--- src/common/aes_ctr_settings.svh ---
////////////////////////////////////////
// Counter geometry and sparse code width
////////////////////////////////////////

`ifndef AES_CTR_SETTINGS_SVH
`define AES_CTR_SETTINGS_SVH

// Number of slices the increment walks
`define AES_CTR_NUM_SLICES 8

// Bits per slice, one adder of this width per rail
`define AES_CTR_SLICE_SIZE 16

// Width of the sparse two-value code
// Also the number of redundant FSM rails
`define AES_CTR_SP2V_WIDTH 3

`endif

--- src/common/aes_ctr_pkg.sv ---
////////////////////////////////////////
// Sparse code, slice types and shared structs
// of the CTR counter unit
////////////////////////////////////////

package aes_ctr_pkg;

  `include "aes_ctr_settings.svh"

  // Bytes in the full counter
  localparam int unsigned CtrBytes = `AES_CTR_NUM_SLICES * `AES_CTR_SLICE_SIZE / 8;

  ////////////////////////////////////////
  // Sparse two-value encoding
  ////////////////////////////////////////

  // Only these two codes are legal, all others are errors
  // Bit i of SP2V_HIGH sets the polarity of rail i
  typedef enum logic [`AES_CTR_SP2V_WIDTH-1:0] {
    SP2V_HIGH = 3'b011,
    SP2V_LOW  = 3'b100
  } sp2v_e;

  ////////////////////////////////////////
  // Counter views
  ////////////////////////////////////////

  // Index of one slice, slice 0 least significant
  typedef logic [$clog2(`AES_CTR_NUM_SLICES)-1:0] slice_idx_t;

  // One slice of the counter
  typedef logic [`AES_CTR_SLICE_SIZE-1:0] slice_t;

  // Full counter, big-endian
  // Byte 0 holds the most significant counter byte
  typedef logic [CtrBytes-1:0][7:0] ctr_t;

  // Same 128 bits seen as slices
  typedef slice_t [`AES_CTR_NUM_SLICES-1:0] ctr_slices_t;

  ////////////////////////////////////////
  // Shared structs
  ////////////////////////////////////////

  // Multi-bit output of one rail
  // OR-combined and compared across rails
  typedef struct packed {
    slice_idx_t idx;
    slice_t     slice;
    logic       alert;
  } rail_out_t;

  // Write bundle from control to counter store
  // Enable j belongs to slice j of the ctr_t vector
  typedef struct packed {
    sp2v_e [`AES_CTR_NUM_SLICES-1:0] we;
    ctr_t                            ctr;
  } ctr_wr_t;

endpackage

--- src/design/aes_ctr_reg.sv ---
////////////////////////////////////////
// Counter store with load and sparse slice writes
////////////////////////////////////////

`timescale 1ns/100ps

`include "aes_ctr_settings.svh"

module aes_ctr_reg (
  input  logic                 clk_i,
  input  logic                 rst_n_i,

  // Load of the initial value
  input  logic                 ld_i,
  input  aes_ctr_pkg::ctr_t    iv_i,

  // Slice writes from the control module
  input  aes_ctr_pkg::ctr_wr_t ctr_wr_i,

  output aes_ctr_pkg::ctr_t    ctr_o,
  output logic                 err_o
);

  aes_ctr_pkg::ctr_slices_t ctr_q;
  aes_ctr_pkg::ctr_slices_t iv_slices;
  aes_ctr_pkg::ctr_slices_t wr_slices;
  logic                     we_err;
  logic                     err_q;

  // Slice views of the incoming values
  assign iv_slices = iv_i;
  assign wr_slices = ctr_wr_i.ctr;

  ////////////////////////////////////////
  // Slice registers
  ////////////////////////////////////////

  // Load wins over any slice write
  always_ff @(posedge clk_i or negedge rst_n_i) begin
    if (!rst_n_i) begin
      ctr_q <= '0;
    end else if (ld_i) begin
      ctr_q <= iv_slices;
    end else begin
      for (int j = 0; j < `AES_CTR_NUM_SLICES; j++) begin
        if (ctr_wr_i.we[j] == aes_ctr_pkg::SP2V_HIGH) begin
          ctr_q[j] <= wr_slices[j];
        end
      end
    end
  end

  assign ctr_o = ctr_q;

  ////////////////////////////////////////
  // Enable check
  ////////////////////////////////////////

  always_comb begin
    we_err = 1'b0;
    for (int j = 0; j < `AES_CTR_NUM_SLICES; j++) begin
      if (ctr_wr_i.we[j] != aes_ctr_pkg::SP2V_HIGH &&
          ctr_wr_i.we[j] != aes_ctr_pkg::SP2V_LOW) begin
        we_err = 1'b1;
      end
    end
  end

  // Sticky until reset
  always_ff @(posedge clk_i or negedge rst_n_i) begin
    if (!rst_n_i) begin
      err_q <= 1'b0;
    end else if (we_err) begin
      err_q <= 1'b1;
    end
  end

  assign err_o = err_q;

endmodule

--- config.mk ---
export PLATFORM = sky130hd
export DESIGN_NAME = aes_ctr_reg
export DESIGN_NICKNAME = d
export VERILOG_FILES = /design/src/common/aes_ctr_pkg.sv /design/src/design/aes_ctr_reg.sv
export VERILOG_INCLUDE_DIRS = /design/src /design/src/common
export SDC_FILE = /design/constraint.sdc
export NUM_CORES = 1
export LEC_CHECK = 0
export BUFFER_PORTS_ARGS = -buffer_cell sky130_fd_sc_hd__buf_2
export CAP_MARGIN = 20
export CORE_AREA = 2 2 158 160
export DETAILED_ROUTE_END_ITERATION = 6
export DIE_AREA = 0 0 160 162
export PLACE_DENSITY = 0.58
export SETUP_SLACK_MARGIN = 0.5
export SLEW_MARGIN = 0
export SYNTH_ARGS = -nofsm -noshare
export SYNTH_HDL_FRONTEND = slang
export SYNTH_SLANG_ARGS = --single-unit
--- constraint.sdc ---
create_clock -name clk_i -period 1.46 [get_ports clk_i]
set_input_delay 0.292 -clock clk_i [delete_from_list [all_inputs] [get_ports clk_i]]
set_output_delay 0.292 -clock clk_i [all_outputs]
set_load 0.03 [all_outputs]
==> impl_metrics.csv <==
group,metric,value,unit
synthesis,synth_warnings,0,
synthesis,syn-cell-area,6580,um2
drt,drtIter0Drc,153,
final_layout,final_cell_mix,"buf_2 (274), buf_6 (161), mux2_4 (135)",
grt,grt_usage,17.8,%
drt,ant_nets,0,
placement,numPortBuffers,411,
timing,finalHoldViolations,0,
grt,grt_pass1_vias,6341,
final_layout,drive_gt1_share,85.3,%
die,die_area,25900,um2
die,die_h,162,um
drt,vias,5734,
drt,wire_per_inst,18.4,um
placement,dpl-instance-area,9400,um2
min_path,hold_path.class,"in -> reg",
clock_network,cts_sinks,129,
timing,period_needed,1.28,ns
placement,place_inst,1194,
die,num_rows,57,
final_layout,fin_cells,1305,
clock_network,ctsLongestPathBuffers,2,
critical_path,crit_family,"flip-flops",
final_layout,antenna_cells,0,
power_and_ir_drop,ir_drop,0.613,mV
critical_path,reg2reg_slack,0.45,ns
grt,antenna_found_initial,0,
synthesis,synth_top_area_cell,"dfrtp_1",
placement,gp_congestion,0.804,
timing,fmax,783,MHz
timing,rsz0062_at_grt,"true",
grt,gr-total-overflow,0,
timing,setup_ws,0.184,ns
clock_network,cts.clk_slew.worst_paths,0.06,ns
timing,drv_slew,0,
critical_path,cp-start-kind,"flip-flop",
die,pin_count,412,
timing,max_slew_margin,76.5,%
grt,grt_pass1_wl,35300,um
critical_path,arrival,0.98,ns
synthesis,yosysSeqAreaShare,49.1,%
critical_path,cp-end-kind,"primary output",
synthesis,ys_types,12,
timing,finalCritPeriodShare,87.4,%
synthesis,syn-mean-instance-area,14.8,um2
drt,routed_wl,24100,um
status,status,"completed",
power_and_ir_drop,p_per_area,1100,nW/um2
timing,fin_worst_skew,0,ns
critical_path,slowest_stage,"dfrtp_1",
critical_path,path_class,"reg -> out",
final_layout,finalNetCount,1251,
critical_path,slowest_delay,0.42,ns
flow_run,max_cap_violations,0,
die,start_util,27.3,%
final_layout,final_common_cell,"buf_2",
clock_network,cts_inserted_buffers,17,
drt,via_per_inst,4.39,
power_and_ir_drop,total_power,13900,uW
timing,tightestPinTransition,0.352,ns
synthesis,syn_nets,728,
critical_path,critPathBufInv,1,
critical_path,cp.required,1.17,ns
timing,setup_viol,0,
power_and_ir_drop,p_leak,0.00631,uW
synthesis,synth_seq_cells,129,
drt,drc_errors,0,
critical_path,crit_path_max_fanout,2,
die,coreArea,24100,um2
clock_network,insertion_delay,0.41,ns
die,dieWidth,160,um
placement,dp_hpwl,15900,um
synthesis,postSynthCellCount,445,
final_layout,syn2layout_area_growth,92.2,%
synthesis,yosysTopAreaCellShare,49.1,%
drt,dr.pass1.iters,4,
final_layout,n_fill_cell,2093,
clock_network,cts-root-buf,"clkbuf_16",
critical_path,path_cells,"buf_6",
clock_network,h-tree-depth,4,
final_layout,design_area,12600,um2
clock_network,cts_tree,"done",
synthesis,ys_top_cells_by_area,"dfrtp_1 (49%), mux2_2 (43%), buf_6 (2.6%), buf_2 (1.2%), or3b_2 (1.1%)",
placement,pre_cts_ws,-0.0823,ns
grt,grt_max_degree,41,
==> through the flow <==
step | hold WS, ns | util [%] | setup TNS, ns
6_report | 0.237 | 52.4 | 0
5_1_grt | 0.219 | 52.4 | 0
3_5_place_dp | 0.250 | 39.0 | -4.45
2_1_floorplan | -0.00359 | - | 0
4_1_cts | 0.215 | 50.4 | 0
3_3_place_gp | 0.245 | 39.0 | -4.06
==> cells by family after synthesis <==
| kind of cell | Yosys count | synth area share (%) |
|---|---|---|
| buffers and inverters | 31 | 3.79 |
| flip-flops | 129 | 49.1 |
| multiplexers | 256 | 43.8 |
| AND/OR/NAND/NOR | 25 | 2.84 |
| AO/OA/AOI/OAI | 4 | 0.456 |
==> synth_stat cells <==
master,instances
a222oi_1,1
buf_2,16
a21oi_1,1
mux2_1,3
dfrtp_1,129
nand3b_1,8
or3b_2,8
nand4_1,1
nor2b_1,8
mux2_2,253
a22oi_1,2
buf_6,15
==> worst register-to-register path, cell delays in order (launching register included) <==
cell and delay (ns):
dfrtp_1 0.38, buf_4 0.13, buf_4 0.12, mux2_4 0.25
==> where the power goes <==
part | internal (uW) | total (uW) | switching [uW] | leakage (uW)
Sequential | 4050 | 4400 | 354 | 0.00151
Clock | 3220 | 4900 | 1670 | 0.000315
Combinational | 2630 | 4650 | 2020 | 0.00449
==> worst paths after layout <==
check,from,end,depth (start not counted)
setup / recovery,ctr_o[103],ctr_o[103],1
hold / removal,iv_i[43],ctr_o[43],3
setup reg to reg,ctr_o[77],ctr_o[77],3
hold reg to reg,ctr_o[68],ctr_o[68],1
max in group asynchronous,rst_n_i,ctr_o[64],3
min in group asynchronous,rst_n_i,ctr_o[59],2
==> routing by layer <==
layer  GRT usage [%]  vias up  wire length, um
li1                -     2675                -
met1            20.3     2777             9410
met2            32.1      253            12500
met3            5.08       29             1580
met4            6.22        0              531
met5               0        -                0
==> repair_timing <==
item	in CTS	in global routing
setup buffers	31	31
cloned	15	1
pin swaps	7	4
endpoints found under the setup margin	258	318
hold buffers	1	0
endpoints found under the hold margin	33	0
gates resized for setup	401	60
==> final cells by class <==
type	instances	area [um2]	area share, %
clock buffer	20	437	3.45
timing repair buffer	535	4650	36.8
sequential	129	3230	25.5
clock inverter	12	230	1.82
multi-input combinational	285	3690	29.2
tap	324	405	3.21
==> flip-flops by register name, indices dropped and copies added (netlist names) <==
signal,flops
err_o,1
ctr_o,128
(Power assumes the default switching activity.)
